### config.mk
export PLATFORM = sky130hd
export DESIGN_NAME = core_top
export DESIGN_NICKNAME = d
export VERILOG_FILES = /design/src/exu_pkg.sv /design/src/idu.sv /design/src/exu_mul.sv /design/src/exu.sv /design/src/wbu.sv /design/src/regfile.sv /design/src/core_top.sv
export SDC_FILE = /design/constraint.sdc
export NUM_CORES = 2
export LEC_CHECK = 0
export BUFFER_PORTS_ARGS = -buffer_cell sky130_fd_sc_hd__buf_4
export CAP_MARGIN = 20
export CORE_MARGIN = 3
export CORE_UTILIZATION = 45
export DETAILED_ROUTE_END_ITERATION = 8
export GPL_TIMING_DRIVEN = 0
export PLACE_DENSITY = 0.63
export SLEW_MARGIN = 20
export SYNTH_ARGS = -nofsm -noshare
export SYNTH_HDL_FRONTEND = slang
export SYNTH_HIERARCHICAL = 1
export SYNTH_SLANG_ARGS = --single-unit
### constraint.sdc
create_clock -name clk -period 9.91 [get_ports clk]
set_clock_uncertainty 0.05 [all_clocks]
set_input_delay 1.982 -clock clk [delete_from_list [all_inputs] [get_ports clk]]
set_output_delay 1.982 -clock clk [all_outputs]
set_load 0.02 [all_outputs]
### src/exu_pkg.sv
// ####################
// exu_pkg: shared widths, opcodes and types
// for the rv32 execute slice
// ####################
`default_nettype none

package exu_pkg;

    // datapath and index widths
    localparam int XLEN       = 32;
    localparam int REG_ADDR_W = 5;
    localparam int CSR_ADDR_W = 12;
    localparam int NUM_REGS   = 1 << REG_ADDR_W;

    // the one csr kept
    localparam logic [CSR_ADDR_W-1:0] CSR_MSCRATCH = 12'h340;

    // major opcodes handled by decode
    localparam logic [6:0] OPC_OP     = 7'b0110011;
    localparam logic [6:0] OPC_OP_IMM = 7'b0010011;
    localparam logic [6:0] OPC_SYSTEM = 7'b1110011;

    // funct7 groups of the OP opcode
    localparam logic [6:0] F7_BASE   = 7'b0000000;
    localparam logic [6:0] F7_ALT    = 7'b0100000;
    localparam logic [6:0] F7_MULDIV = 7'b0000001;

    // funct3 of the two csr instructions
    localparam logic [2:0] F3_CSRRW = 3'b001;
    localparam logic [2:0] F3_CSRRS = 3'b010;

    typedef enum logic [3:0] {
        ALU_ADD,
        ALU_SUB,
        ALU_AND,
        ALU_OR,
        ALU_XOR,
        ALU_SLT,
        ALU_SLTU,
        ALU_SLL,
        ALU_SRL,
        ALU_SRA
    } alu_op_e;

    // which unit executes the instruction
    typedef enum logic [1:0] {UNIT_NONE, UNIT_ALU, UNIT_MUL, UNIT_CSR} unit_e;

    typedef enum logic {CSR_WRITE, CSR_SET} csr_op_e;

    // decode to execute, 89 bits
    typedef struct packed {
        logic                  valid;
        unit_e                 unit;
        alu_op_e               alu_op;
        csr_op_e               csr_op;
        logic [REG_ADDR_W-1:0] rd;
        logic [XLEN-1:0]       op_a;
        logic [XLEN-1:0]       op_b;
        logic [CSR_ADDR_W-1:0] csr_addr;
    } dec_ctrl_t;

    // one register write, 38 bits
    typedef struct packed {
        logic                  we;
        logic [REG_ADDR_W-1:0] waddr;
        logic [XLEN-1:0]       wdata;
    } wb_req_t;

endpackage

`default_nettype wire

### src/idu.sv
// ####################
// idu: instruction decode
// register read and operand select
// ####################
`default_nettype none

module idu (
    input  wire [31:0]                     instr_i,
    input  wire                            instr_valid_i,
    output logic [exu_pkg::REG_ADDR_W-1:0] rs1_addr_o,
    output logic [exu_pkg::REG_ADDR_W-1:0] rs2_addr_o,
    input  wire  [exu_pkg::XLEN-1:0]       rs1_data_i,
    input  wire  [exu_pkg::XLEN-1:0]       rs2_data_i,
    output exu_pkg::dec_ctrl_t             ctrl_o
);

    logic [6:0]                     opcode;
    logic [2:0]                     funct3;
    logic [6:0]                     funct7;
    logic [exu_pkg::REG_ADDR_W-1:0] rd;
    logic [exu_pkg::XLEN-1:0]       imm_i;
    logic                           supported;
    logic                           use_imm;
    logic                           issue;
    exu_pkg::unit_e                 unit;
    exu_pkg::alu_op_e               alu_op;
    exu_pkg::csr_op_e               csr_op;

    // fixed rv32 field positions
    assign opcode = instr_i[6:0];
    assign rd     = instr_i[11:7];
    assign funct3 = instr_i[14:12];
    assign funct7 = instr_i[31:25];

    // sign extended i-type immediate
    assign imm_i = {{(exu_pkg::XLEN-12){instr_i[31]}}, instr_i[31:20]};

    // register file read, same cycle
    assign rs1_addr_o = instr_i[19:15];
    assign rs2_addr_o = instr_i[24:20];

    always_comb begin
        supported = 1'b0;
        use_imm   = 1'b0;
        unit      = exu_pkg::UNIT_NONE;
        alu_op    = exu_pkg::ALU_ADD;
        csr_op    = exu_pkg::CSR_WRITE;
        case (opcode)
            exu_pkg::OPC_OP: begin
                unit = exu_pkg::UNIT_ALU;
                if (funct7 == exu_pkg::F7_MULDIV) begin
                    // low-word mul only, no division
                    unit      = exu_pkg::UNIT_MUL;
                    supported = (funct3 == 3'b000);
                end else if (funct7 == exu_pkg::F7_BASE) begin
                    supported = 1'b1;
                    case (funct3)
                        3'b000:  alu_op = exu_pkg::ALU_ADD;
                        3'b001:  alu_op = exu_pkg::ALU_SLL;
                        3'b010:  alu_op = exu_pkg::ALU_SLT;
                        3'b011:  alu_op = exu_pkg::ALU_SLTU;
                        3'b100:  alu_op = exu_pkg::ALU_XOR;
                        3'b101:  alu_op = exu_pkg::ALU_SRL;
                        3'b110:  alu_op = exu_pkg::ALU_OR;
                        default: alu_op = exu_pkg::ALU_AND;
                    endcase
                end else if (funct7 == exu_pkg::F7_ALT) begin
                    // sub and sra share the alternate funct7
                    supported = (funct3 == 3'b000) || (funct3 == 3'b101);
                    alu_op    = funct3[2] ? exu_pkg::ALU_SRA : exu_pkg::ALU_SUB;
                end
            end
            exu_pkg::OPC_OP_IMM: begin
                unit      = exu_pkg::UNIT_ALU;
                use_imm   = 1'b1;
                supported = 1'b1;
                case (funct3)
                    3'b000:  alu_op = exu_pkg::ALU_ADD;
                    3'b010:  alu_op = exu_pkg::ALU_SLT;
                    3'b100:  alu_op = exu_pkg::ALU_XOR;
                    3'b110:  alu_op = exu_pkg::ALU_OR;
                    3'b111:  alu_op = exu_pkg::ALU_AND;
                    // shifts by immediate and sltiu not kept
                    default: supported = 1'b0;
                endcase
            end
            exu_pkg::OPC_SYSTEM: begin
                unit      = exu_pkg::UNIT_CSR;
                supported = (funct3 == exu_pkg::F3_CSRRW) || (funct3 == exu_pkg::F3_CSRRS);
                csr_op    = (funct3 == exu_pkg::F3_CSRRS) ? exu_pkg::CSR_SET : exu_pkg::CSR_WRITE;
            end
            default: supported = 1'b0;
        endcase
    end

    // x0 target, bubble or bad encoding never issue
    assign issue = instr_valid_i & supported & (rd != '0);

    always_comb begin
        ctrl_o.valid    = issue;
        ctrl_o.unit     = issue ? unit : exu_pkg::UNIT_NONE;
        ctrl_o.alu_op   = alu_op;
        ctrl_o.csr_op   = csr_op;
        ctrl_o.rd       = rd;
        // rs1 is also the csr source
        ctrl_o.op_a     = rs1_data_i;
        ctrl_o.op_b     = use_imm ? imm_i : rs2_data_i;
        ctrl_o.csr_addr = instr_i[31:20];
    end

endmodule

`default_nettype wire

### src/exu_mul.sv
// ####################
// exu_mul: low-word multiplier
// one register stage, new op each cycle
// ####################
`default_nettype none

module exu_mul (
    input  wire                            clk,
    input  wire                            arst_n_i,
    input  wire                            valid_i,
    input  wire [exu_pkg::REG_ADDR_W-1:0]  rd_i,
    input  wire [exu_pkg::XLEN-1:0]        op_a_i,
    input  wire [exu_pkg::XLEN-1:0]        op_b_i,
    output exu_pkg::wb_req_t               req_o
);

    logic [exu_pkg::XLEN-1:0] prod_lo;
    exu_pkg::wb_req_t         req_q;

    // low 32 bits only, same for signed and unsigned
    assign prod_lo = op_a_i * op_b_i;

    // product travels with its destination and write flag
    always_ff @(posedge clk or negedge arst_n_i) begin
        if (!arst_n_i) begin
            req_q <= '0;
        end else begin
            req_q.we    <= valid_i;
            req_q.waddr <= rd_i;
            req_q.wdata <= prod_lo;
        end
    end

    assign req_o = req_q;

endmodule

`default_nettype wire

### src/exu.sv
// ####################
// exu: execute stage
// alu, mscratch csr and the multiplier
// ####################
`default_nettype none

module exu (
    input  wire                clk,
    input  wire                arst_n_i,
    input  wire                exu_pkg::dec_ctrl_t ctrl_i,
    output exu_pkg::wb_req_t   alu_req_o,
    output exu_pkg::wb_req_t   csr_req_o,
    output exu_pkg::wb_req_t   mul_req_o
);

    logic                     issue_alu;
    logic                     issue_mul;
    logic                     issue_csr;
    logic [4:0]               shamt;
    logic [exu_pkg::XLEN-1:0] alu_res;
    logic [exu_pkg::XLEN-1:0] mscratch_q;

    // one-hot issue per unit
    assign issue_alu = ctrl_i.valid & (ctrl_i.unit == exu_pkg::UNIT_ALU);
    assign issue_mul = ctrl_i.valid & (ctrl_i.unit == exu_pkg::UNIT_MUL);
    // other csr addresses are not implemented, no write
    assign issue_csr = ctrl_i.valid & (ctrl_i.unit == exu_pkg::UNIT_CSR)
                     & (ctrl_i.csr_addr == exu_pkg::CSR_MSCRATCH);

    // shift amount from low bits of operand b
    assign shamt = ctrl_i.op_b[4:0];

    always_comb begin
        case (ctrl_i.alu_op)
            exu_pkg::ALU_ADD:  alu_res = ctrl_i.op_a + ctrl_i.op_b;
            exu_pkg::ALU_SUB:  alu_res = ctrl_i.op_a - ctrl_i.op_b;
            exu_pkg::ALU_AND:  alu_res = ctrl_i.op_a & ctrl_i.op_b;
            exu_pkg::ALU_OR:   alu_res = ctrl_i.op_a | ctrl_i.op_b;
            exu_pkg::ALU_XOR:  alu_res = ctrl_i.op_a ^ ctrl_i.op_b;
            exu_pkg::ALU_SLT: begin
                alu_res = {{(exu_pkg::XLEN-1){1'b0}},
                           $signed(ctrl_i.op_a) < $signed(ctrl_i.op_b)};
            end
            exu_pkg::ALU_SLTU: begin
                alu_res = {{(exu_pkg::XLEN-1){1'b0}}, ctrl_i.op_a < ctrl_i.op_b};
            end
            exu_pkg::ALU_SLL:  alu_res = ctrl_i.op_a << shamt;
            exu_pkg::ALU_SRL:  alu_res = ctrl_i.op_a >> shamt;
            // arithmetic shift keeps the sign
            exu_pkg::ALU_SRA:  alu_res = $signed(ctrl_i.op_a) >>> shamt;
            default:           alu_res = '0;
        endcase
    end

    // alu write, same cycle as issue
    assign alu_req_o.we    = issue_alu;
    assign alu_req_o.waddr = ctrl_i.rd;
    assign alu_req_o.wdata = alu_res;

    // mscratch, updated on the issue edge
    always_ff @(posedge clk or negedge arst_n_i) begin
        if (!arst_n_i) begin
            mscratch_q <= '0;
        end else if (issue_csr) begin
            if (ctrl_i.csr_op == exu_pkg::CSR_SET) begin
                mscratch_q <= mscratch_q | ctrl_i.op_a;
            end else begin
                mscratch_q <= ctrl_i.op_a;
            end
        end
    end

    // rd gets the value before the update
    assign csr_req_o.we    = issue_csr;
    assign csr_req_o.waddr = ctrl_i.rd;
    assign csr_req_o.wdata = mscratch_q;

    // registered multiply, result one cycle later
    exu_mul u_exu_mul (
        .clk      (clk),
        .arst_n_i (arst_n_i),
        .valid_i  (issue_mul),
        .rd_i     (ctrl_i.rd),
        .op_a_i   (ctrl_i.op_a),
        .op_b_i   (ctrl_i.op_b),
        .req_o    (mul_req_o)
    );

endmodule

`default_nettype wire

### src/wbu.sv
// ####################
// wbu: write-back unit
// delays results, picks one write per cycle
// ####################
`default_nettype none

module wbu (
    input  wire                clk,
    input  wire                arst_n_i,
    input  wire                exu_pkg::wb_req_t alu_req_i,
    input  wire                exu_pkg::wb_req_t csr_req_i,
    input  wire                exu_pkg::wb_req_t mul_req_i,
    input  wire                int_assert_i,
    output exu_pkg::wb_req_t   wb_o
);

    // one cycle delayed copies
    exu_pkg::wb_req_t alu_q;
    exu_pkg::wb_req_t csr_q;
    exu_pkg::wb_req_t mul_q;

    always_ff @(posedge clk or negedge arst_n_i) begin
        if (!arst_n_i) begin
            alu_q <= '0;
            csr_q <= '0;
            mul_q <= '0;
        end else begin
            alu_q <= alu_req_i;
            csr_q <= csr_req_i;
            // mul is already one stage late, this makes two
            mul_q <= mul_req_i;
        end
    end

    // fixed priority mul > alu > csr
    // losers in a collision are dropped
    always_comb begin
        if (int_assert_i) begin
            // interrupt kills the register write only
            wb_o = '0;
        end else if (mul_q.we) begin
            wb_o = mul_q;
        end else if (alu_q.we) begin
            wb_o = alu_q;
        end else if (csr_q.we) begin
            wb_o = csr_q;
        end else begin
            // idle, drive zeros
            wb_o = '0;
        end
    end

endmodule

`default_nettype wire

### src/regfile.sv
// ####################
// regfile: 31 x 32 registers
// x0 reads zero, two async reads
// ####################
`default_nettype none

module regfile (
    input  wire                            clk,
    input  wire                            arst_n_i,
    input  wire                            exu_pkg::wb_req_t wb_i,
    input  wire [exu_pkg::REG_ADDR_W-1:0]  rs1_addr_i,
    input  wire [exu_pkg::REG_ADDR_W-1:0]  rs2_addr_i,
    output logic [exu_pkg::XLEN-1:0]       rs1_data_o,
    output logic [exu_pkg::XLEN-1:0]       rs2_data_o
);

    // no storage behind x0
    logic [exu_pkg::XLEN-1:0] regs_q [1:exu_pkg::NUM_REGS-1];

    always_ff @(posedge clk or negedge arst_n_i) begin
        if (!arst_n_i) begin
            for (int i = 1; i < exu_pkg::NUM_REGS; i++) begin
                regs_q[i] <= '0;
            end
        end else if (wb_i.we && (wb_i.waddr != '0)) begin
            regs_q[wb_i.waddr] <= wb_i.wdata;
        end
    end

    // no bypass, a write shows up the cycle after
    assign rs1_data_o = (rs1_addr_i == '0) ? '0 : regs_q[rs1_addr_i];
    assign rs2_data_o = (rs2_addr_i == '0) ? '0 : regs_q[rs2_addr_i];

endmodule

`default_nettype wire

### src/core_top.sv
// ####################
// core_top: rv32 execute slice
// decode, regfile, execute, write-back
// ####################
`default_nettype none

module core_top (
    input  wire                            clk,
    input  wire                            arst_n_i,
    input  wire [31:0]                     instr_i,
    input  wire                            instr_valid_i,
    input  wire                            int_assert_i,
    output logic                           reg_we_o,
    output logic [exu_pkg::REG_ADDR_W-1:0] reg_waddr_o,
    output logic [exu_pkg::XLEN-1:0]       reg_wdata_o
);

    logic [exu_pkg::REG_ADDR_W-1:0] rs1_addr;
    logic [exu_pkg::REG_ADDR_W-1:0] rs2_addr;
    logic [exu_pkg::XLEN-1:0]       rs1_data;
    logic [exu_pkg::XLEN-1:0]       rs2_data;
    exu_pkg::dec_ctrl_t             ctrl;
    exu_pkg::wb_req_t               alu_req;
    exu_pkg::wb_req_t               csr_req;
    exu_pkg::wb_req_t               mul_req;
    exu_pkg::wb_req_t               wb;

    idu u_idu (
        .instr_i       (instr_i),
        .instr_valid_i (instr_valid_i),
        .rs1_addr_o    (rs1_addr),
        .rs2_addr_o    (rs2_addr),
        .rs1_data_i    (rs1_data),
        .rs2_data_i    (rs2_data),
        .ctrl_o        (ctrl)
    );

    regfile u_regfile (
        .clk        (clk),
        .arst_n_i   (arst_n_i),
        .wb_i       (wb),
        .rs1_addr_i (rs1_addr),
        .rs2_addr_i (rs2_addr),
        .rs1_data_o (rs1_data),
        .rs2_data_o (rs2_data)
    );

    exu u_exu (
        .clk       (clk),
        .arst_n_i  (arst_n_i),
        .ctrl_i    (ctrl),
        .alu_req_o (alu_req),
        .csr_req_o (csr_req),
        .mul_req_o (mul_req)
    );

    wbu u_wbu (
        .clk          (clk),
        .arst_n_i     (arst_n_i),
        .alu_req_i    (alu_req),
        .csr_req_i    (csr_req),
        .mul_req_i    (mul_req),
        .int_assert_i (int_assert_i),
        .wb_o         (wb)
    );

    // ports mirror the write the regfile takes this edge
    assign reg_we_o    = wb.we;
    assign reg_waddr_o = wb.waddr;
    assign reg_wdata_o = wb.wdata;

endmodule

`default_nettype wire

==> results.cfg <==
[run_status]
result_of_the_run = complete, but fails checks
violations = negative setup slack

[timing]
timing.final.crit_share = 1.01
post_route_worst_setup_slack_ns = -0.0696
achievable-frequency_mhz = 100
hold_vio_cnt_final = 0
grt_setup_unrepaired = true
finalMaxSlewViolations = 0
holdWs_ns = 0.297
period_needed_ns = 9.98
worst-slew-pin-transition_ns = 1.35
relative_max_transition_margin = 0.0856
final-setup-viol-count = 1

[floorplan]
floorplan.io_pins = 74
initial_utilization = 0.455
floorplan.die.height_um = 440
design.die.area_um2 = 194000
core_region_area_um2 = 186000
chipWidth_um = 440
placement_rows = 158

[clock_tree]
holdBufCountCts = 0
cts_root_buf = sky130_fd_sc_hd__clkbuf_16
clk_latency_ns = 0.76
max-clock-path-buffers = 3
cts_buffers = 118
htree_levels = 3
cts_tree = yes
clock_sink_count = 1176
clk_pin_slew_ns = 0.07

[setup_path]
end_kind = register
slowest_stage = sky130_fd_sc_hd__nor4_2
timing_worst_setup_path_type = in2reg
critical_path.max_fanout = 10
startpoint_type = primary input
cp.arrival_ns = 10.61
timing.critical_path.slowest_cell_delay_ns = 0.74
data_required_time_of_the_worst_path_ns = 10.54

[route]
vias_per_cell = 6.36
finalWirelength_mm = 333
vias = 66600
ant_nets = 0
drt_drc_violations_left = 0
dr.pass1.iters = 6
first_iter_violations = 8139
wire_per_inst_um = 31.8

[placed_design]
hpwlAfterDp_mm = 253
gp_congestion = 1.08
portBuffers = 64

[layout]
finalCoreUtilization = 0.520
num-nets-final = 8544
layout.area.seq_um2 = 29400
drive_above_1_share = 0.303
multi_input_area_um2 = 52000
mostFrequentLayoutCell = sky130_fd_sc_hd__dfrtp_1
layout_common_cells = sky130_fd_sc_hd__dfrtp_1 (1176), sky130_fd_sc_hd__mux2_2 (1111), sky130_fd_sc_hd__mux2i_1 (625)
fillCellCount = 16300
areaGrowthSynthToFinish_pct = 14.3

[run]
maxCapViolations = 0

[synthesis]
syn-mean-instance-area_um2 = 11.1
post_synth_num_cell_types = 103
synth-edff-count = 0
ys_seq_elements = 1176
async_flop_share = 1.00
dominantRegCellSynth = sky130_fd_sc_hd__dfrtp_1
synthesis.yosys.warnings = 6
mappedNetlistNets = 8277
synth.yosys.seq_area_share = 0.347
netlist_instances = 7611
netlist_area_um2 = 84800

[grt]
groute.usage.overall = 0.336
grt_first_pass_wirelength_mm = 473
grt_start_max_net_pins = 149
first_global_vias = 66700
grt_antenna_before_repair = 18
grt.overflow.total = 0

[power_and_ir_drop]
worst_ir_drop_vdd_mv = 0.278
power.leakage_nw = 44.9
power.density_nw_per_um2 = 195

[hold_path]
worstHoldPathType = reg2reg
[synthesized netlist by cell type, drive strengths merged (50+ instances only)]
library cell     n  area, um2
dfrtp         1176      29400
mux2          1138      12800
mux2i          629       6300
inv            491       1840
fa             410       8210
and2           376       2360
buf            368       2110
clkbuf         364       1370
o22ai          292       1830
nand2          287       1080
nor2           228        858
a21oi          224       1120
ha             220       2750
nor3           174        882
mux4           158       3560
o21ai          122        614
a211oi          94        706
a221oi          89        980
xnor2           82        718
a22oi           78        586
nor2b           50        313
nor4            50        332
[final cells by class]
type / instances / share of cell area
antenna: 13 / 0.000336
buffer: 710 / 0.0484
clock buffer: 177 / 0.0368
clock inverter: 46 / 0.00724
inverter: 493 / 0.0191
multi-input combinational: 5210 / 0.536
sequential: 1176 / 0.304
tap: 2480 / 0.0320
timing repair buffer: 169 / 0.0166
[routing by layer]
layer | up-vias | global-route usage | share of wire
li1 | 27600 | - | -
met1 | 34300 | 0.434 | 0.39
met2 | 3750 | 0.518 | 0.44
met3 | 871 | 0.0893 | 0.10
met4 | 16 | 0.176 | 0.062
met5 | - | 0 | 0.00033
[path summary, 6_finish.rpt]
kind	cells after the start	end	start	slack (ns)
worst max-delay path	29	u_exu/u_exu_mul/req_o[31]	instr_i[20]	-0.07
worst min-delay path	0	u_wbu/mul_q[8]	u_exu/u_exu_mul/req_o[8]	0.30
worst max register to register	30	u_exu/u_exu_mul/req_o[31]	u_regfile/regs_q[610]	1.58
worst min register to register	0	u_wbu/mul_q[8]	u_exu/u_exu_mul/req_o[8]	0.30
max in group asynchronous	4	u_regfile/regs_q[730]	arst_n_i	6.23
min in group asynchronous	1	u_regfile/regs_q[135]	arst_n_i	1.14
[registers in the layout (all words and copies together) (netlist names)]
name                   count
u_regfile/regs_q         992
u_wbu/mul_q               38
u_wbu/csr_q               38
u_exu/u_exu_mul/req_o     38
u_exu/mscratch_q          32
u_wbu/alu_q               38
[kinds of logic after synthesis]
group,share of synthesized area
adder cells (fa/ha/maj),0.129
AO/OA/AOI/OAI,0.0979
AND/OR/NAND/NOR,0.0844
buffers and inverters,0.0629
XOR/XNOR,0.0112
multiplexers,0.267
flip-flops,0.347
[power by group]
part	switching (W)	internal, W	total (W)
logic	0.00535	0.00344	0.00879
clock network	0.00201	0.00292	0.00493
registers	0.0000922	0.00507	0.00516
total	0.00745	0.0114	0.0189
[stage by stage]
stage               setup slack, ns  power, W  cell area [um2]  TNS [ns]  instances
CTS                        0.000115    0.0184            95400         0      10400
detailed placement            -3.45    0.0131            89000    -68.19      10200
global placement              -7.27    0.0130            88400  -8429.80      10200
floorplan                    0.0264    0.0105            84800         0       7611
finish                      -0.0696    0.0189            96900   -0.0696      10500
global route                -0.0857    0.0197            96900    -0.157      10500
[critical path: cells and delay by family]
kind / cells / cell delay, ns
fa+ha+maj: 8 / 3.59
xor+xnor: 8 / 1.57
buf+inv: 7 / 1.29
simple gates: 3 / 1.15
compound gates: 2 / 0.80
mux: 1 / 0.16
[repair_timing]
action / 4_1_cts / 5_1_grt
cloned: 2 / 3
buffers inserted: 40 / 26
pin swaps: 44 / 51
resized for setup: 565 / 344
endpoints found under the setup margin: 24 / 14
endpoints found under the hold margin: 0 / 0
Note: power is estimated with default switching activity, not from simulation.
